File: config.mk
export PLATFORM = sky130hd
export DESIGN_NAME = zip_dbg_top
export DESIGN_NICKNAME = d
export VERILOG_FILES = /design/src/common/zip_dbg_pkg.sv /design/src/design/dbg_skid.sv /design/src/debug_port/dbg_write_stage.sv /design/src/debug_port/dbg_read_stage.sv /design/src/design/cpu_run_ctrl.sv /design/src/design/zip_dbg_top.sv
export SDC_FILE = /design/constraint.sdc
export NUM_CORES = 1
export LEC_CHECK = 0
export CAP_MARGIN = 15
export CORE_MARGIN = 10
export CORE_UTILIZATION = 40
export CTS_BUF_LIST = sky130_fd_sc_hd__clkbuf_8
export DETAILED_ROUTE_END_ITERATION = 16
export DONT_BUFFER_PORTS = 1
export SLEW_MARGIN = 10
export SYNTH_ARGS = -nofsm -noshare
export SYNTH_HDL_FRONTEND = slang
export SYNTH_SLANG_ARGS = --single-unit
File: constraint.sdc
create_clock -name S_AXI_ACLK -period 4.2 [get_ports S_AXI_ACLK]
set_input_delay 0.42 -clock S_AXI_ACLK [delete_from_list [all_inputs] [get_ports S_AXI_ACLK]]
set_output_delay 0.42 -clock S_AXI_ACLK [all_outputs]
set_load 0.02 [all_outputs]
File: src/common/zip_dbg_pkg.sv
// Debug controller shared definitions
// Bus widths, run-control bit positions and the packed types that pass
// between the AXI-lite stages, run control and the CPU debug port
package zip_dbg_pkg;

	// Debug bus geometry
	localparam int DBG_ADDR_W = 8;
	localparam int DBG_DATA_W = 32;
	// Byte offset bits, dropped before decode
	localparam int DBG_LSB = 2;

	// Word address, bit 5 picks command vs register
	typedef logic [DBG_ADDR_W-DBG_LSB-1:0] dbg_waddr_t;
	typedef logic [4:0] dbg_reg_t;
	typedef logic [DBG_DATA_W-1:0] dbg_word_t;

	// Command and status bit positions
	localparam int RESET_BIT = 6;
	localparam int STEP_BIT = 8;
	localparam int HALT_BIT = 10;
	localparam int CLEAR_CACHE_BIT = 11;

	// Command word as written by the debugger
	typedef struct packed {
		logic [19:0] rsvd;
		logic clear_cache;
		logic halt;
		logic spare_9;
		logic step;
		logic spare_7;
		logic reset;
		logic [5:0] low;
	} dbg_cmd_t;

	// Same write word, seen as command or as register data
	typedef union packed {
		dbg_cmd_t cmd;
		dbg_word_t word;
	} dbg_wdata_u;

	// Register write towards the CPU
	typedef struct packed {
		logic we;
		dbg_reg_t wreg;
		dbg_word_t data;
	} dbg_wr_t;

	// Accepted write, as seen by run control
	typedef struct packed {
		logic valid;
		logic [3:0] strb;
		logic fire;
	} dbg_cmd_req_t;

	// State reported back by the CPU
	typedef struct packed {
		logic stall;
		logic brk;
		logic [2:0] cc;
	} cpu_dbg_t;

endpackage

File: src/design/dbg_skid.sv
// Skid buffer for one AXI-lite channel
// Non-registered path, one spare entry catches the word when the
// downstream stage stalls
`timescale 1ns/1ps

module dbg_skid #(
	parameter int DW = 8
) (
	input  logic          S_AXI_ACLK,
	input  logic          S_AXI_ARESETN,
	input  logic          i_valid,
	output logic          o_ready,
	input  logic [DW-1:0] i_data,
	output logic          o_valid,
	input  logic          i_ready,
	output logic [DW-1:0] o_data
);

	// Spare entry is full
	logic r_valid;
	logic [DW-1:0] r_data;

	// Fill when upstream hands over a word the stage can't take
	always_ff @(posedge S_AXI_ACLK)
	begin
		if (!S_AXI_ARESETN)
			r_valid <= 1'b0;
		else if (i_valid && o_ready && !i_ready)
			r_valid <= 1'b1;
		else if (i_ready)
			r_valid <= 1'b0;
	end

	// Only capture while empty, zero when idle to keep the bus quiet
	always_ff @(posedge S_AXI_ACLK)
	begin
		if (o_ready)
			r_data <= i_valid ? i_data : '0;
	end

	// Accept whenever the spare slot is free
	assign o_ready = !r_valid;

	// Held word has priority over the live one
	assign o_valid = i_valid || r_valid;
	assign o_data = r_valid ? r_data : i_data;

endmodule

File: src/debug_port/dbg_write_stage.sv
// Debug write stage
// Joins the AW and W words, sends register writes to the CPU,
// hands command writes to run control and returns B
`timescale 1ns/1ps

module dbg_write_stage import zip_dbg_pkg::*; (
	input  logic        S_AXI_ACLK,
	input  logic        S_AXI_ARESETN,
	input  logic        i_aw_valid,
	input  dbg_waddr_t  i_aw_addr,
	input  logic        i_w_valid,
	input  dbg_wdata_u  i_w_data,
	input  logic [3:0]  i_w_strb,
	output logic        o_wr_ready,
	input  logic        i_cpu_stall,
	output dbg_wr_t     o_dbg_wr,
	output dbg_cmd_req_t o_cmd,
	output dbg_wdata_u  o_cmd_word,
	output logic        o_reg_unhalt,
	output logic        S_DBG_BVALID,
	input  logic        i_bready,
	output logic [1:0]  S_DBG_BRESP
);

	logic wr_ready, wr_stall, is_cmd, has_strb, reg_wr;
	logic wr_we;
	dbg_reg_t wr_reg;
	dbg_word_t wr_data;

	//////////////////////////////
	// Accept
	//////////////////////////////

	// Upper word address bit selects the command port
	assign is_cmd = i_aw_addr[5];
	assign has_strb = |i_w_strb;
	// CPU busy with the previous register write
	assign wr_stall = wr_we && i_cpu_stall;

	// Both halves present, B slot free, CPU able to take a register write
	assign wr_ready = i_aw_valid && i_w_valid
			&& (!S_DBG_BVALID || i_bready)
			&& (is_cmd || !has_strb || !wr_stall);
	assign o_wr_ready = wr_ready;

	// Real register write on this cycle
	assign reg_wr = wr_ready && has_strb && !is_cmd;
	assign o_reg_unhalt = reg_wr;

	// Commands go straight through, run control registers them
	assign o_cmd = '{valid: wr_ready, strb: i_w_strb, fire: wr_ready && is_cmd};
	assign o_cmd_word = (wr_ready && is_cmd) ? i_w_data : '0;

	//////////////////////////////
	// Register write port
	//////////////////////////////

	// Pulse held through a CPU stall
	always_ff @(posedge S_AXI_ACLK)
	begin
		if (!S_AXI_ARESETN)
			wr_we <= 1'b0;
		else if (!wr_stall)
			wr_we <= reg_wr;
	end

	// Index and data, zero when nothing is written
	always_ff @(posedge S_AXI_ACLK)
	begin
		if (!wr_stall)
		begin
			wr_reg <= reg_wr ? i_aw_addr[4:0] : '0;
			wr_data <= wr_ready ? i_w_data.word : '0;
		end
	end

	assign o_dbg_wr = '{we: wr_we, wreg: wr_reg, data: wr_data};

	// Write response
	always_ff @(posedge S_AXI_ACLK)
	begin
		if (!S_DBG_BVALID || !S_AXI_ARESETN)
			S_DBG_BVALID <= S_AXI_ARESETN && wr_ready;
		else if (i_bready)
			S_DBG_BVALID <= wr_ready;
	end

	// Always OKAY
	assign S_DBG_BRESP = 2'b00;

endmodule

File: src/debug_port/dbg_read_stage.sv
// Debug read stage
// Status reads answer in one cycle, CPU register reads take a second
// cycle while the CPU looks up the register
`timescale 1ns/1ps

module dbg_read_stage import zip_dbg_pkg::*; (
	input  logic       S_AXI_ACLK,
	input  logic       S_AXI_ARESETN,
	input  logic       i_ar_valid,
	input  dbg_waddr_t i_ar_addr,
	output logic       o_ar_ready,
	output dbg_reg_t   o_dbg_rreg,
	input  dbg_word_t  i_dbg_rdata,
	input  dbg_word_t  i_status,
	output logic       S_DBG_RVALID,
	input  logic       i_rready,
	output dbg_word_t  S_DBG_RDATA,
	output logic [1:0] S_DBG_RRESP
);

	logic rd_ready, rd_pending, r_slot_free, is_reg;
	dbg_reg_t rd_reg;

	// Upper bit set reads a CPU register
	assign is_reg = i_ar_addr[5];
	assign r_slot_free = !S_DBG_RVALID || i_rready;

	// Nothing new while a register lookup is in flight
	assign rd_ready = i_ar_valid && !rd_pending && r_slot_free;
	assign o_ar_ready = rd_ready;

	//////////////////////////////
	// Register lookup
	//////////////////////////////

	// Middle cycle of a register read
	always_ff @(posedge S_AXI_ACLK)
	begin
		if (!S_AXI_ARESETN)
			rd_pending <= 1'b0;
		else
			rd_pending <= rd_ready && is_reg;
	end

	// Index held for the CPU during the lookup
	always_ff @(posedge S_AXI_ACLK)
	begin
		rd_reg <= (rd_ready && is_reg) ? i_ar_addr[4:0] : '0;
	end
	assign o_dbg_rreg = rd_reg;

	//////////////////////////////
	// Read response
	//////////////////////////////

	always_ff @(posedge S_AXI_ACLK)
	begin
		if (!S_AXI_ARESETN)
			S_DBG_RVALID <= 1'b0;
		else if (r_slot_free)
			S_DBG_RVALID <= (rd_ready && !is_reg) || rd_pending;
	end

	// Register data wins, then status, else zero
	always_ff @(posedge S_AXI_ACLK)
	begin
		if (r_slot_free)
		begin
			if (rd_pending)
				S_DBG_RDATA <= i_dbg_rdata;
			else if (rd_ready && !is_reg)
				S_DBG_RDATA <= i_status;
			else
				S_DBG_RDATA <= '0;
		end
	end

	assign S_DBG_RRESP = 2'b00;

endmodule

File: src/design/cpu_run_ctrl.sv
// CPU run control
// Power-on reset hold, the reset, halt, step and clear-cache requests
// to the CPU, and the status word seen by the debugger
`timescale 1ns/1ps

module cpu_run_ctrl import zip_dbg_pkg::*; #(
	parameter int RESET_DURATION = 10,
	parameter bit START_HALTED = 1'b0
) (
	input  logic         S_AXI_ACLK,
	input  logic         S_AXI_ARESETN,
	input  logic         i_cpu_reset,
	input  logic         i_interrupt,
	input  dbg_cmd_req_t i_cmd,
	input  dbg_wdata_u   i_cmd_word,
	input  logic         i_reg_unhalt,
	input  cpu_dbg_t     i_cpu,
	input  logic         i_wr_pending,
	output logic         o_cpu_reset,
	output logic         o_cpu_halt,
	output logic         o_cpu_clear_cache,
	output dbg_word_t    o_status
);

	localparam int CNT_W = (RESET_DURATION > 1) ? $clog2(RESET_DURATION + 1) : 1;

	logic [CNT_W-1:0] reset_cnt;
	logic reset_hold, cmd_reset, cmd_halt, cmd_step, cmd_clear_cache;
	logic cmd_b1, wr_stall;

	// Command write touching the run-control byte
	assign cmd_b1 = i_cmd.fire && i_cmd.strb[1];
	assign wr_stall = i_wr_pending && i_cpu.stall;

	//////////////////////////////
	// Reset hold
	//////////////////////////////

	always_ff @(posedge S_AXI_ACLK)
	begin
		if (!S_AXI_ARESETN || i_cpu_reset)
		begin
			reset_cnt <= CNT_W'(RESET_DURATION);
			reset_hold <= 1'b1;
		end
		else
		begin
			if (reset_cnt > 0)
				reset_cnt <= reset_cnt - 1'b1;
			reset_hold <= (reset_cnt > 1);
		end
	end

	// Break resets the CPU unless it is meant to halt instead
	always_ff @(posedge S_AXI_ACLK)
	begin
		if (!S_AXI_ARESETN || i_cpu_reset || reset_hold)
			cmd_reset <= 1'b1;
		else if (i_cpu.brk && !START_HALTED)
			cmd_reset <= 1'b1;
		else
			cmd_reset <= i_cmd.fire && i_cmd.strb[0] && i_cmd_word.cmd.reset;
	end

	//////////////////////////////
	// Halt
	//////////////////////////////

	// Later assignments win, so halting reasons come after the release
	always_ff @(posedge S_AXI_ACLK)
	begin
		if (!S_AXI_ARESETN)
			cmd_halt <= START_HALTED;
		else if (i_cpu_reset && !i_cmd.valid && !wr_stall)
			cmd_halt <= START_HALTED;
		else if (cmd_reset && START_HALTED)
			cmd_halt <= START_HALTED;
		else
		begin
			// Release by step, or by a write without halt
			if (!i_wr_pending && !i_cpu.stall && cmd_b1
					&& (!i_cmd_word.cmd.halt || i_cmd_word.cmd.step))
				cmd_halt <= 1'b0;
			if (i_cpu.brk && START_HALTED)
				cmd_halt <= 1'b1;
			// Explicit halt request, not a step
			if (cmd_b1 && i_cmd_word.cmd.halt && !i_cmd_word.cmd.step)
				cmd_halt <= 1'b1;
			// Register writes need a stopped CPU
			if (i_reg_unhalt)
				cmd_halt <= 1'b1;
			// Stop again once a step or cache clear was taken
			if (cmd_step || cmd_clear_cache)
				cmd_halt <= 1'b1;
			if (cmd_b1 && i_cmd_word.cmd.clear_cache)
				cmd_halt <= 1'b1;
		end
	end

	// Cache clear, only while halting
	always_ff @(posedge S_AXI_ACLK)
	begin
		if (!S_AXI_ARESETN || cmd_reset)
			cmd_clear_cache <= 1'b0;
		else if (cmd_b1 && i_cmd_word.cmd.clear_cache && i_cmd_word.cmd.halt)
			cmd_clear_cache <= 1'b1;
		else if (cmd_halt && !i_cpu.stall)
			cmd_clear_cache <= 1'b0;
	end

	// Single step request
	always_ff @(posedge S_AXI_ACLK)
	begin
		if (!S_AXI_ARESETN || i_cpu_reset)
			cmd_step <= 1'b0;
		else if (cmd_b1 && i_cmd_word.cmd.step)
			cmd_step <= 1'b1;
		else if (!i_cpu.stall)
			cmd_step <= 1'b0;
	end

	assign o_cpu_reset = cmd_reset;
	assign o_cpu_halt = cmd_halt;
	assign o_cpu_clear_cache = cmd_clear_cache;

	//////////////////////////////
	// Status word
	//////////////////////////////

	always_comb
	begin
		o_status = '0;
		o_status[16] = i_interrupt;
		o_status[14] = i_cpu.brk;
		o_status[13:11] = i_cpu.cc;
		o_status[HALT_BIT] = cmd_halt;
		// Set when the CPU is idle
		o_status[9] = !i_cpu.stall;
		o_status[7] = i_interrupt;
		o_status[RESET_BIT] = cmd_reset;
	end

endmodule

File: src/design/zip_dbg_top.sv
// Debug controller top level
// AXI-lite debug slave for a small RISC CPU, skid buffers feeding the
// write and read stages, and run control for the CPU
`timescale 1ns/1ps

module zip_dbg_top import zip_dbg_pkg::*; #(
	parameter int RESET_DURATION = 10,
	parameter bit START_HALTED = 1'b0
) (
	input  logic                    S_AXI_ACLK,
	input  logic                    S_AXI_ARESETN,
	// Debug bus, write side
	input  logic                    S_DBG_AWVALID,
	output logic                    S_DBG_AWREADY,
	input  logic [DBG_ADDR_W-1:0]   S_DBG_AWADDR,
	input  logic [2:0]              S_DBG_AWPROT,
	input  logic                    S_DBG_WVALID,
	output logic                    S_DBG_WREADY,
	input  dbg_word_t               S_DBG_WDATA,
	input  logic [DBG_DATA_W/8-1:0] S_DBG_WSTRB,
	output logic                    S_DBG_BVALID,
	input  logic                    S_DBG_BREADY,
	output logic [1:0]              S_DBG_BRESP,
	// Debug bus, read side
	input  logic                    S_DBG_ARVALID,
	output logic                    S_DBG_ARREADY,
	input  logic [DBG_ADDR_W-1:0]   S_DBG_ARADDR,
	input  logic [2:0]              S_DBG_ARPROT,
	output logic                    S_DBG_RVALID,
	input  logic                    S_DBG_RREADY,
	output dbg_word_t               S_DBG_RDATA,
	output logic [1:0]              S_DBG_RRESP,
	// CPU side
	input  logic                    i_cpu_reset,
	input  logic                    i_interrupt,
	input  cpu_dbg_t                i_cpu,
	input  dbg_word_t               i_dbg_rdata,
	output dbg_wr_t                 o_dbg_wr,
	output dbg_reg_t                o_dbg_rreg,
	output logic                    o_cpu_reset,
	output logic                    o_cpu_halt,
	output logic                    o_cpu_clear_cache,
	output logic                    o_halted
);

	localparam int WSKD_W = DBG_DATA_W + DBG_DATA_W/8;

	logic aw_valid, w_valid, ar_valid, wr_ready, ar_ready, reg_unhalt;
	dbg_waddr_t aw_addr, ar_addr;
	logic [WSKD_W-1:0] w_skd;
	dbg_cmd_req_t cmd;
	dbg_wdata_u cmd_word;
	dbg_word_t status;

	dbg_skid #(.DW(DBG_ADDR_W-DBG_LSB)) u_aw_skid (
		.S_AXI_ACLK, .S_AXI_ARESETN,
		.i_valid(S_DBG_AWVALID), .o_ready(S_DBG_AWREADY),
		.i_data(S_DBG_AWADDR[DBG_ADDR_W-1:DBG_LSB]),
		.o_valid(aw_valid), .i_ready(wr_ready), .o_data(aw_addr)
	);

	// W carries data and strobes together
	dbg_skid #(.DW(WSKD_W)) u_w_skid (
		.S_AXI_ACLK, .S_AXI_ARESETN,
		.i_valid(S_DBG_WVALID), .o_ready(S_DBG_WREADY),
		.i_data({S_DBG_WDATA, S_DBG_WSTRB}),
		.o_valid(w_valid), .i_ready(wr_ready), .o_data(w_skd)
	);

	dbg_skid #(.DW(DBG_ADDR_W-DBG_LSB)) u_ar_skid (
		.S_AXI_ACLK, .S_AXI_ARESETN,
		.i_valid(S_DBG_ARVALID), .o_ready(S_DBG_ARREADY),
		.i_data(S_DBG_ARADDR[DBG_ADDR_W-1:DBG_LSB]),
		.o_valid(ar_valid), .i_ready(ar_ready), .o_data(ar_addr)
	);

	dbg_write_stage u_write (
		.S_AXI_ACLK, .S_AXI_ARESETN,
		.i_aw_valid(aw_valid), .i_aw_addr(aw_addr),
		.i_w_valid(w_valid), .i_w_data(w_skd[WSKD_W-1:DBG_DATA_W/8]),
		.i_w_strb(w_skd[DBG_DATA_W/8-1:0]), .o_wr_ready(wr_ready),
		.i_cpu_stall(i_cpu.stall), .o_dbg_wr,
		.o_cmd(cmd), .o_cmd_word(cmd_word), .o_reg_unhalt(reg_unhalt),
		.S_DBG_BVALID, .i_bready(S_DBG_BREADY), .S_DBG_BRESP
	);

	dbg_read_stage u_read (
		.S_AXI_ACLK, .S_AXI_ARESETN,
		.i_ar_valid(ar_valid), .i_ar_addr(ar_addr), .o_ar_ready(ar_ready),
		.o_dbg_rreg, .i_dbg_rdata, .i_status(status),
		.S_DBG_RVALID, .i_rready(S_DBG_RREADY), .S_DBG_RDATA, .S_DBG_RRESP
	);

	cpu_run_ctrl #(
		.RESET_DURATION(RESET_DURATION),
		.START_HALTED(START_HALTED)
	) u_run_ctrl (
		.S_AXI_ACLK, .S_AXI_ARESETN,
		.i_cpu_reset, .i_interrupt,
		.i_cmd(cmd), .i_cmd_word(cmd_word), .i_reg_unhalt(reg_unhalt),
		.i_cpu, .i_wr_pending(o_dbg_wr.we),
		.o_cpu_reset, .o_cpu_halt, .o_cpu_clear_cache, .o_status(status)
	);

	// CPU idle
	assign o_halted = !i_cpu.stall;

endmodule

-- Word-level counts from Yosys, hierarchy flattened
Index checks and enable logic that the tools add are counted.
- register bits after elaboration: 138
- bits of input ports: 104
- output and inout port bits: 88
- logic and storage cells: 119
- $add $sub $neg: 1
- $lt $le $gt $ge: 2
- equality and inequality tests: 1
- mux-type cells: 22
- bitwise logic cells: 1
- reductions and logical operators: 72
- operator list (cell ; count):
    $mux W36 ; 1
    $logic_and A1 B1 Y1 ; 32
    $mux W32 ; 1
    $logic_not A1 Y1 ; 17
    $mux W17 ; 1
    $mux W1 ; 16
    $logic_or A1 B1 Y1 ; 14
    $mux W12 ; 1
    $mux W6 ; 2
    $reduce_bool A2 Y1 ; 5
    $gt A4 B1 Y1 const B ; 2
    $reduce_bool A5 Y1 ; 1
    $reduce_or A2 Y1 ; 2
    $reduce_or A4 Y1 ; 1
    $sub A4 B1 Y4 const B ; 1
    $ne A2 B1 Y1 const B ; 1
    $not A1 Y1 ; 1

-- Logic depth before layout (Yosys ltp)
Gate-level depths: netlist (run 1).
- depth after elaboration: 16
- gate-level depth with buffers: 6
- depth with buffers taken out: 6

-- By module
Synthesis (run 1) repeated with hierarchy kept, for this count alone.
- cell total of the unflattened synthesis: 554
- area total of the unflattened synthesis: 6974.2 um2
- by module, submodules not included (module ; instances ; cells each ; area an instance (um2) ; sequential area each (um2)):
    dbg_read_stage ; 1 ; 166 ; 1914.3 ; 1101.1
    dbg_skid (u_w_skid) ; 1 ; 119 ; 1871.8 ; 1101.1
    dbg_write_stage ; 1 ; 141 ; 1830.5 ; 1161.1
    cpu_run_ctrl ; 1 ; 81 ; 678.2 ; 180.2
    dbg_skid (u_ar_skid ...) ; 2 ; 23 ; 337.8 ; 200.2
    zip_dbg_top ; 1 ; 1 ; 3.8 ; 0.0

-- Worst setup path after synthesis (run 1)
Ideal clock, no wire load.
- kind: reg2reg
- start: register u_w_skid.r_valid
- end: register u_write.wr_reg[0] (data pin)
- library setup time: 138 ps
- arrival time: 2165 ps
- required time: 4062 ps
- setup slack: 1897 ps
- cell stages (with the launch flop): 6
- buffers on the path: 1
- period minus slack after synthesis: 2303 ps
- cell sequence: dfxtp_1 > inv_1 > nor2_1 > or4b_1 > buf_2 > nor2_1
- cells in the longest elaborated chain, start to end: 8
- elaborated cells on any way between the ends: 11
- classes of those cells: 1 x mux; 10 x reduce/logical
- RTL lines (what ; RTL line ; text):
    start: declaration ; dbg_skid.sv:20 ; logic r_valid;
    start signal: assignment ; dbg_skid.sv:27 ; r_valid <= 1'b0;
    start signal: assignment ; dbg_skid.sv:29 ; r_valid <= 1'b1;
    start signal: assignment ; dbg_skid.sv:31 ; r_valid <= 1'b0;
    $mux W36 ; dbg_skid.sv:46 ; assign o_data = r_valid ? r_data : i_data;
    $reduce_or A4 Y1 ; dbg_write_stage.sv:36 ; assign has_strb = |i_w_strb;
    $logic_not A1 Y1 ; dbg_write_stage.sv:43 ; && (is_cmd || !has_strb || !wr_stall);
    $logic_or A1 B1 Y1 (2 in series) ; dbg_write_stage.sv:43 ;
    $logic_and A1 B1 Y1 ; dbg_write_stage.sv:43 ;
    $logic_and A1 B1 Y1 * (2 in series) ; dbg_write_stage.sv:47 ; assign reg_wr = wr_ready && has_strb && !is_cmd;
    end signal: assignment ; dbg_write_stage.sv:72 ; wr_reg <= reg_wr ? i_aw_addr[4:0] : '0;
    end: declaration ; dbg_write_stage.sv:27 ; dbg_reg_t wr_reg;
Every way passes the cells marked *; elsewhere a longest branch is shown, timed or not.
A chain may end at the register's enable or synchronous reset.

-- Worst setup path in the final report (run 1)
- start: register u_write.wr_we
- end: register u_write.wr_data[19] (data pin)
- cells in the longest elaborated chain, start to end: 4
- RTL lines (what ; RTL line ; text):
    start: declaration ; dbg_write_stage.sv:26 ; logic wr_we;
    start signal: assignment ; dbg_write_stage.sv:64 ; wr_we <= reg_wr;
    $logic_and A1 B1 Y1 ; dbg_write_stage.sv:38 ; assign wr_stall = wr_we && i_cpu_stall;
    $logic_not A1 Y1 ; dbg_write_stage.sv:43 ;
    $logic_or A1 B1 Y1 ; dbg_write_stage.sv:43 ;
    $logic_and A1 B1 Y1 ; dbg_write_stage.sv:43 ;
    end signal: assignment ; dbg_write_stage.sv:73 ; wr_data <= wr_ready ? i_w_data.word : '0;
    end: declaration ; dbg_write_stage.sv:28 ; dbg_word_t wr_data;
No other way between the ends.

==> results of run 1 <==
worst max path at each step:
stage / endpoint
2_1_floorplan: u_write.wr_reg[0]
3_3_place_gp: u_write.wr_data[21]
3_5_place_dp: u_write.wr_data[24]
4_1_cts: u_write.wr_data[26]
5_1_grt: u_write.wr_data[13]
6_report: u_write.wr_data[19]
cell type report:
type	instances	area, um^2	share of cell area [%]
repair buffers	4	30.0	0.484
clock inverters	13	161	2.60
multi-input cells	234	1580	25.5
well taps	180	225	3.63
clock buffers	17	234	3.77
flip-flops and latches	138	3950	63.6
inverters	8	30.0	0.484
per-layer routing:
metal	global-route usage, %	share of wire (%)	vias up
li1	-	-	1421
met1	14.4	40	1422
met2	18.8	45	154
met3	8.70	14	14
met4	4.61	1.2	0
met5	0	0	-
cell usage after synthesis (2+ instances only):
library cell,instances
nor2b_1,4
mux2i_1,42
o21ai_0,5
buf_4,5
clkbuf_1,10
nand2_1,6
inv_1,8
nand2b_1,5
or3_1,2
edfxtp_1,118
o211a_1,2
nor2_1,49
ha_1,2
mux2_2,2
dfxtp_1,20
a21oi_1,3
a22o_1,9
or4_1,2
and2_1,72
nor3_1,4
buf_2,7
power by group:
group	internal, mW	switching (mW)	total (mW)	leakage (nW)
sequential	1.64	0.165	1.80	1.51
clock	0.626	0.472	1.10	0.206
combinational	0.0785	0.108	0.187	0.647
stage by stage:
stage | hold slack (ps) | instances | setup slack (ps)
2_1_floorplan | 404 | 403 | 1900
3_3_place_gp | 437 | 564 | 1640
3_5_place_dp | 438 | 564 | 1610
4_1_cts | 46.3 | 594 | 1610
5_1_grt | 47.2 | 594 | 1530
6_report | 87.4 | 594 | 1700
worst max-delay path: stages (launching register included):
cell	delay, ps
dfxtp_1	500
and2_1	210
inv_2	330
o31ai_4	690
buf_4	400
nor2_1	100
cells by family (layout without fill, tap and decap cells):
group,after synthesis,after routing,synth area share (%)
xor gates and xnor gates,1,1,0.155
muxes,45,45,8.22
adders and majority gates,2,2,0.442
and+or+nand+nor,150,150,14.2
buffers and inverters,31,42,2.67
AOI/OAI and AO/OA,32,32,4.60
other,1,4,0.0662
DFF,138,138,69.6
==> metrics.md, run 1 <==
| Metric | Value |
|---|---|
| Reg-to-reg endpoint | u_write.wr_data[19] |
| Crit Path Max Fanout | 40 |
| Distinct cells, synth | 44 |
| R2R depth | 5 |
| DPL Wire Length | just over 9000 um |
| Vias | 3011 |
| Post-CTS Resized | 0 |
| Unrepaired setup endpoints after global routing | false |
| Min Tclk post-route | approximately 2500 ps |
| Initial Util | 40.8% |
| Ports | 192 |
| CP startpoint kind | register |
| Die X | approximately 140 um |
| Most frequent cells in the layout | edfxtp_1 (118), and2_1 (72), nor2_1 (49) |
| Gpl congestion | 0.802 |
| # H-tree levels | 4 |
| Synth Cell Area | 5660 um^2 |
| I/O Buffers | 0 |
| Syn avg cell area | 14.2 um^2 |
| Final setup vio count | 0 |
| Fin Setup TNS | 0 ps |
| Largest registers | u_w_skid.r_data x36, u_read.S_DBG_RDATA x32, u_write.wr_data x32 |
| Worst-margin pin slew | a little over 900 ps |
| Worst-path clk slew | 70 ps |
| Synth top area cells | edfxtp_1 (63%), and2_1 (8.0%), mux2i_1 (7.4%) |
| Setup repair bufs after CTS | 0 |
| Core Box Area | between 10000 and 15000 um^2 |
| Largest net degree at the start of global routing | 41 |
| IR Drop Worst-Case VDD | 0.000216 V |
| Routed len/inst | 21.1 um |
| Nets | just over 500 |
| Max reg flops | 36 |
| First-pass GRT wire length | 18900 um |
| Critical Path Start | u_write.wr_we |
| Min-delay worst type | input port to register |
| Top-area cell type share of the netlist area | 62.6% |
| Number of synthesized flops with an enable pin | approximately 120 |
| Die height | 139 um |
| Synthesis Warnings | 0 |
| Synth Instances | 400 |
| Slew headroom | around 38% |
| GRT Util Overall | 12.8% |
| Design Area, Final | 6210 um^2 |
| DRT Pass-1 Iters | 4 |
| Critical path arrival | 2670 ps |
| Largest area contributor in the netlist | edfxtp_1 |
| Vias in the first global route | approximately 3000 |
| Via-to-Cell Ratio | 5.07 |
| Cell Pwr Density | roughly 500 nW/um^2 |
| Post-DP Area | 5810 um^2 |
| Max Clk Rate | 401 MHz |
| Clock sink total | 138 |
| Final slew viol count | 0 |
| Fin. Hold Viols | 0 |
| Root Buffer | clkbuf_8 |
| Inserted Clock Buffers | 17 |
| GRT overflow | 0 |
| Status | completed |
| FP Rows | 43 |
| Async set-reset flop share out of synthesis | 0% |
| Hold Startpoint | i_cpu_reset |
| Worst Hold Depth | 2 |
| Layout cells sized above 1 | under 10% |
| Final Util | 44.7% |
| Fill cells | roughly 1200 |
| Sequential share of the synthesized area | between 60% and 70% |
| Skew final | approximately 11 ps |
| Drt drc | 0 |
| Post-synthesis register bit count | approximately 140 |
| Period utilisation layout | 59.4% |
| Antenna viol nets, final | 0 |
| R2R Setup Slk | between 1500 and 2000 ps |
| Crit path capture type | register |
| FF-to-FF Start | u_write.wr_we |
| Largest Register | u_w_skid.r_data |
| Hold Buf Count CTS | 0 |
| Max-Cap Viols | 0 |
| ANT cells | 0 |
| Antenna violations before repair | 0 |
| WP data required | 4370 ps |
| Max Buffers Root-to-Sink | 2 |
| Worst hold path endpoint | u_run_ctrl.reset_cnt[1] |
| Most common flop cell mapped by yosys | edfxtp_1 |
| Die ar. | ~19000 um^2 |
| CP Class | register to register |
| Clk Latency, worst-skew pair | around 430 ps |
| Commonest non-fill, non-tap cell in the layout | edfxtp_1 |
| Area grow syn2layout | 9.56% |
| Total Wirelength | about 13000 um |
| Total power | 3.09 mW |
| Initial drt markers | 153 |
| CTS tree | built |
| Leakage power total | 2.36 nW |
(Power assumes the default switching activity.)
==> run 2: changes to the inputs <==
==> constraint.sdc (replaced) <==
create_clock -name S_AXI_ACLK -period 2.4 [get_ports S_AXI_ACLK]
set_input_delay 0.24 -clock S_AXI_ACLK [delete_from_list [all_inputs] [get_ports S_AXI_ACLK]]
set_output_delay 0.24 -clock S_AXI_ACLK [all_outputs]
set_load 0.02 [all_outputs]
==> run 2 against run 1 <==
Core utilization rose by 6.8 points. First-iteration DRC count increased by 7.8%. Setup slack worse by 1400 ps. Cell count up 16%. Largest cell class unchanged. Critical endpoint is now u_w_skid.r_valid. Total power increased by 79%. Flip-flop and latch count unchanged. Register-to-register slack lost 1400 ps. Clock-buffer cell count did not move.
==> metrics.md, run 2 (synthesis gave the netlist of run 1 again) <==
| Metric | Value |
|---|---|
| Status | completed |
| R2R depth | 5 (unchanged) |
| Crit Path Max Fanout | 5 (-88%) |
| Max-Cap Viols | 0 (unchanged) |
| Skew final | 12.9 ps (+2.28 ps) |
| Die height | 139 um (unchanged) |
| Crit path capture type | register |
| Worst hold path endpoint | u_read.S_DBG_RDATA[21] |
| DPL Wire Length | 9470 um (+3.4%) |
| Drt drc | 0 (unchanged) |
| Routed len/inst | 21.0 um (-0.55%) |
| R2R Setup Slk | 350 ps (-1350 ps) |
| Total Wirelength | 14500 um (+16%) |
| IR Drop Worst-Case VDD | 0.000466 V (+120%) |
| Die X | 139 um (unchanged) |
| Area grow syn2layout | 26.2% |
| FP Rows | 43 (unchanged) |
| Total power | 5.53 mW (+79%) |
| Min-delay worst type | input port to register |
| Vias in the first global route | 3719 (+23%) |
| Cell Pwr Density | 774 nW/um^2 (+56%) |
| Ports | 192 (unchanged) |
| Antenna viol nets, final | 0 (unchanged) |
| Worst-path clk slew | 80 ps (about the same) |
| Critical path arrival | 2380 ps (-290 ps) |
| Worst Hold Depth | 1 (-1) |
| Final setup vio count | 0 (unchanged) |
| Initial Util | 40.8% (unchanged) |
| Largest net degree at the start of global routing | 40 (-2.4%) |
| CP Class | register to register |
| CP startpoint kind | register |
| Max Buffers Root-to-Sink | 2 (unchanged) |
| Via-to-Cell Ratio | 5.07 (about the same) |
| Leakage power total | 2.75 nW (+17%) |
| Fin. Hold Viols | 0 (unchanged) |
| Largest Register | u_w_skid.r_data |
| # H-tree levels | 4 (unchanged) |
| Max Clk Rate | 488 MHz (+22%) |
| Most frequent cells in the layout | edfxtp_1 (118), dlygate4sd3_1 (90), and2_1 (72) |
| Antenna violations before repair | 0 (unchanged) |
| Reg-to-reg endpoint | u_w_skid.r_valid |
| GRT Util Overall | 14.9% (+2.1 points) |
| Final slew viol count | 0 (unchanged) |
| Min Tclk post-route | 2050 ps (-449 ps) |
| Largest registers | u_w_skid.r_data x36, u_read.S_DBG_RDATA x32, u_write.wr_data x32 |
| Nets | 603 (+18%) |
| Vias | 3498 (+16%) |
| Hold Startpoint | i_dbg_rdata[21] |
| Worst-margin pin slew | 1040 ps (+110 ps) |
| Initial drt markers | 165 (+7.8%) |
| CTS tree | built |
| Post-CTS Resized | 0 (unchanged) |
| I/O Buffers | 0 (unchanged) |
| Unrepaired setup endpoints after global routing | false |
| Inserted Clock Buffers | 17 (unchanged) |
| Gpl congestion | 0.795 (-0.95%) |
| First-pass GRT wire length | 22400 um (+18%) |
| Fin Setup TNS | 0 ps (unchanged) |
| GRT overflow | 0 (unchanged) |
| Max reg flops | 36 (unchanged) |
| ANT cells | 0 (unchanged) |
| Layout cells sized above 1 | 9.61% (-0.30 points) |
| DRT Pass-1 Iters | 4 (unchanged) |
| Clock sink total | 138 (unchanged) |
| Commonest non-fill, non-tap cell in the layout | edfxtp_1 |
| Period utilisation layout | 85.3% (+26 points) |
| Slew headroom | 30.3% (-7.5 points) |
| Die ar. | 19300 um^2 (unchanged) |
| Root Buffer | clkbuf_8 |
| FF-to-FF Start | u_w_skid.r_data[0] |
| Clk Latency, worst-skew pair | 450 ps (+20 ps) |
| Core Box Area | 13900 um^2 (unchanged) |
| WP data required | 2740 ps (-1630 ps) |
run 2: cell count changes in the layout (fill, tap and decap cells not counted), sizes merged:
cell / before / now
bufinv: 4 / 3
buf: 4 / 8
clkinv: 6 / 9
clkinvlp: 1 / 3
inv: 10 / 8
dlygate4sd3: 0 / 90
run 2: worst max-delay path, stage by stage, from the launching register on:
cell and delay [ps]:
edfxtp_1 380, or4_1 530, nor2_1 220, o31ai_4 140
o211a_1 130, dlygate4sd3_1 540
run 2: repair_timing:
item / CTS / global route
hold endpoints to repair: 107 / 2
setup buffers: 0 / 0
hold buffers: 88 / 2
run 2: routing by layer:
metal / GRT usage (%) / vias up / routed length (um)
met2: 23.2 / 160 / 6810
met5: 0 / - / 0
met4: 5.38 / 0 / 206
li1: - / 1616 / -
met1: 16.9 / 1708 / 5940
met3: 8.12 / 14 / 1530
run 2: cell type report:
type,count,area (um^2)
fillers,1159,6740
multi-input cells,234,1580
flip-flops and latches,138,3950
repair buffers,98,973
well taps,180,225
inverters,8,30.0
clock inverters,15,158
clock buffers,17,234
run 2: where the power goes:
part	switching (mW)	internal (mW)
Sequential	0.284	2.86
Combinational	0.252	0.245
Clock	0.886	1.01
run 2: worst max-delay path by stage:
| stage | slack, ps | startpoint | endpoint | cells past startpoint |
|---|---|---|---|---|
| 6_report | 350 | u_w_skid.r_data[0] | u_w_skid.r_valid | 5 |
| 2_1_floorplan | 100 | u_w_skid.r_valid | u_write.wr_reg[0] | 5 |
| 5_1_grt | 260 | u_w_skid.r_data[0] | u_w_skid.r_valid | 5 |
| 3_5_place_dp | 460 | u_read.rd_pending | u_read.S_DBG_RDATA[16] | 3 |
| 3_3_place_gp | 570 | u_read.rd_pending | u_read.S_DBG_RDATA[16] | 3 |
| 4_1_cts | 340 | u_w_skid.r_data[0] | u_w_skid.r_valid | 5 |
run 2: stage by stage:
| stage | utilization, % | setup slack (ps) | instances | hold slack [ps] | cell area, um^2 |
|---|---|---|---|---|---|
| after global placement | 42.2 | 573 | 568 | 334 | 5850 |
| final | 51.5 | 352 | 690 | 26.8 | 7150 |
| after floorplan | - | 96.8 | 403 | 326 | 5680 |
| after CTS | 51.3 | 335 | 688 | 0.128 | 7130 |
| after global routing | 51.5 | 257 | 690 | 2.19 | 7150 |
| after detailed placement | 42.2 | 460 | 568 | 336 | 5850 |
==> run 3: changes to the inputs <==
--- a/config.mk
+++ b/config.mk
@@ -5,6 +5,7 @@
 export SDC_FILE = /design/constraint.sdc
 export NUM_CORES = 1
 export LEC_CHECK = 0
+export ABC_AREA = 1
 export CAP_MARGIN = 15
 export CORE_MARGIN = 10
 export CORE_UTILIZATION = 40
==> run 3 against run 2 <==
Combinational power up 8.9%. Wire length rose by 2.7%. Register-to-register slack gained 240 ps. Clock-buffer cell count unchanged. Total power grew 2.0%. Synthesized cell count up 37%. Via count up 13%. Largest cell class unchanged.
==> metrics.md, run 3 <==
| Metric | Value |
|---|---|
| Vias in the first global route | 4178 (+12%) |
| Synth Cell Area | 5890 um^2 (+4.0%) |
| CTS tree | built |
| Setup repair bufs after CTS | 0 (unchanged) |
| Max-Cap Viols | 0 (unchanged) |
| Die ar. | 20000 um^2 (+3.4%) |
| Most common flop cell mapped by yosys | edfxtp_1 |
| Distinct cells, synth | 35 (-20%) |
| Area occupied by multi-input gates | 1440 um^2 (-8.7%) |
| Root Buffer | clkbuf_8 |
| IR Drop Worst-Case VDD | 0.000365 V (-22%) |
| FP Rows | 44 (+2.3%) |
| Worst-margin pin slew | 553 ps (-489 ps) |
| Antenna violations before repair | 0 (unchanged) |
| Skew final | 14.0 ps (+1.14 ps) |
| GRT Util Overall | 14.8% (-0.078 points) |
| Initial drt markers | 205 (+24%) |
| Total Wirelength | 14900 um (+2.7%) |
| CP Class | register to register |
| Final Non-Filler Cells | 836 (+21%) |
| Placed Cells | 719 (+27%) |
| Largest registers | u_w_skid.r_data x36, u_read.S_DBG_RDATA x32, u_write.wr_data x32 |
| Min Tclk post-route | 1810 ps (-242 ps) |
| Final setup vio count | 0 (unchanged) |
| Min-delay worst type | input port to register |
| Area grow syn2layout | 24.0% |
| Most frequent cell after synthesis | nand2_1 |
| Routed len/inst | 17.8 um (-15%) |
| Sequential share of the synthesized area | 66.9% (-2.7 points) |
| Post-DP Area | 6040 um^2 (+3.2%) |
| Status | completed |
| Layout cells sized above 1 | 14.4% (+4.8 points) |
| Most frequent cells in the layout | nand2_1 (173), edfxtp_1 (118), inv_1 (92) |
| Max reg flops | 36 (unchanged) |
| Synth top area cells | edfxtp_1 (60%), nand2_1 (11%), dfxtp_1 (6.8%) |
| Largest area contributor in the netlist | edfxtp_1 |
| DPL Wire Length | 9810 um (+3.6%) |
| Fill cells | 1276 (+10%) |
| First-pass GRT wire length | 23200 um (+3.6%) |
| Post-CTS Resized | 0 (unchanged) |
| Worst-path clk slew | 80 ps (about the same) |
| Async set-reset flop share out of synthesis | 0% (unchanged) |
| Synthesis Warnings | 0 (unchanged) |
| Largest Register | u_w_skid.r_data |
| Top-area cell type share of the netlist area | 60.1% (-2.4 points) |
| Design Area, Final | 7300 um^2 (+2.2%) |
| Antenna viol nets, final | 0 (unchanged) |
| Final slew viol count | 0 (unchanged) |
| Drt drc | 0 (unchanged) |
| Die height | 141 um (+1.7%) |
| I/O Buffers | 0 (unchanged) |
| Fin Setup TNS | 0 ps (unchanged) |
| Top post-synthesis cells by count | nand2_1 (174), edfxtp_1 (118), inv_1 (92) |
| Largest net degree at the start of global routing | 43 (+7.5%) |
| Slew headroom | 63.1% (+33 points) |
| Crit path capture type | register |
| Vias | 3950 (+13%) |
| Synth Instances | 548 (+37%) |
| Clk Latency, worst-skew pair | 450 ps (about the same) |
| ANT cells | 0 (unchanged) |
| Clock sink total | 138 (unchanged) |
| Post-synthesis register bit count | 138 (unchanged) |
| Core Box Area | 14500 um^2 (+4.3%) |
| GR Util met1 | 17.1% (+0.24 points) |
| Total area of sequential cells | 3940 um^2 (about the same) |
| Inserted Clock Buffers | 17 (unchanged) |
| Cell Pwr Density | 773 nW/um^2 (-0.20%) |
| CP startpoint kind | register |
| Period utilisation layout | 75.2% (-10 points) |
| Fin. Hold Viols | 0 (unchanged) |
| Number of synthesized flops with an enable pin | 118 (unchanged) |
| Met2 global-route usage | 23.1% (-0.040 points) |
| Crit Path Max Fanout | 20 (+15) |
| Die X | 141 um (+1.7%) |
| Max Clk Rate | 554 MHz (+13%) |
| DRT Pass-1 Iters | 4 (unchanged) |
| # H-tree levels | 4 (unchanged) |
| Commonest non-fill, non-tap cell in the layout | nand2_1 |
| Leakage power total | 3.39 nW (+23%) |
| Max Buffers Root-to-Sink | 2 (unchanged) |
| Nets | 745 (+24%) |
| Gpl congestion | 0.802 (+0.92%) |
| Ports | 192 (unchanged) |
| Syn avg cell area | 10.8 um^2 (-24%) |
| Initial Util | 40.7% (-0.11 points) |
| GRT overflow | 0 (unchanged) |
| WP data required | 2590 ps (-150 ps) |
| Unrepaired setup endpoints after global routing | false |
| Final Util | 50.4% (-1.0 points) |
| Grt met3 use | 7.88% (-0.24 points) |
| Via-to-Cell Ratio | 4.72 (-6.8%) |
| GRT busiest layer | met2 |
| Critical path arrival | 2000 ps (-380 ps) |
run 3: per-layer routing:
layer / share of wire (%) / wire, um / vias up
met2: 46 / 6810 / 173
met3: 12 / 1800 / 13
li1: - / - / 1937
met4: 1.1 / 157 / 0
met5: 0 / 0 / -
met1: 41 / 6120 / 1827
run 3: per-stage QoR:
step | total power, mW | hold WS (ps) | setup slack [ps]
6_report | 5.64 | 23.7 | 594
2_1_floorplan | 3.52 | 347 | 163
5_1_grt | 5.89 | 2.02 | 461
4_1_cts | 5.70 | 2.38 | 586
3_5_place_dp | 3.63 | 372 | 597
3_3_place_gp | 3.61 | 371 | 608
run 3: layout make-up:
type	count	area share, %
multi-input combinational	293	19.8
clock buffer	17	3.20
sequential	138	54.0
timing repair buffer	94	12.7
tap	184	3.15
inverter	95	4.92
clock inverter	15	2.26
run 3: worst max-delay path, cell delays in order, from the launching register on:
cell     delay, ps
dfxtp_1        390
buf_4          280
nand2_2         70
nand2_2         90
nor2_1          60
nand3_2         90
nand2_2         70
o21ai_4        120
buf_4          310
a21oi_1         70
run 3: where the power goes:
part | internal (mW) | total, mW | leakage [nW] | switching, mW
Combinational | 0.213 | 0.541 | 1.67 | 0.328
Sequential | 2.87 | 3.16 | 1.51 | 0.289
Clock | 0.947 | 1.94 | 0.201 | 0.995
Total | 4.03 | 5.64 | 3.39 | 1.61
run 3: kinds of logic (layout without fill, tap and decap cells):
family,Yosys count,in the layout,synth area share (%)
AO/OA/AOI/OAI,70,70,8.64
flip-flops,138,138,66.9
multiplexers,1,1,0.170
adder cells (fa/ha/maj),2,2,0.425
other,1,4,0.0636
buffers and inverters,120,221,8.81
AND/OR/NAND/NOR,216,216,15.0
run 3: path summary, 6_finish.rpt:
| check | start | slack, ps | cells after the start | end |
|---|---|---|---|---|
| max reg2reg | u_w_skid.r_valid | 590 | 9 | u_write.wr_data[2] |
| min | i_dbg_rdata[17] | 20 | 2 | u_read.S_DBG_RDATA[17] |
| min reg2reg | u_run_ctrl.reset_hold | 470 | 2 | u_run_ctrl.o_cpu_reset |
| max | u_w_skid.r_valid | 590 | 9 | u_write.wr_data[2] |
run 3: what timing repair did:
item                                    4_1_cts  5_1_grt
hold endpoints to repair                     95        1
endpoints found under the setup margin        0        0
hold buffers                                 84        1
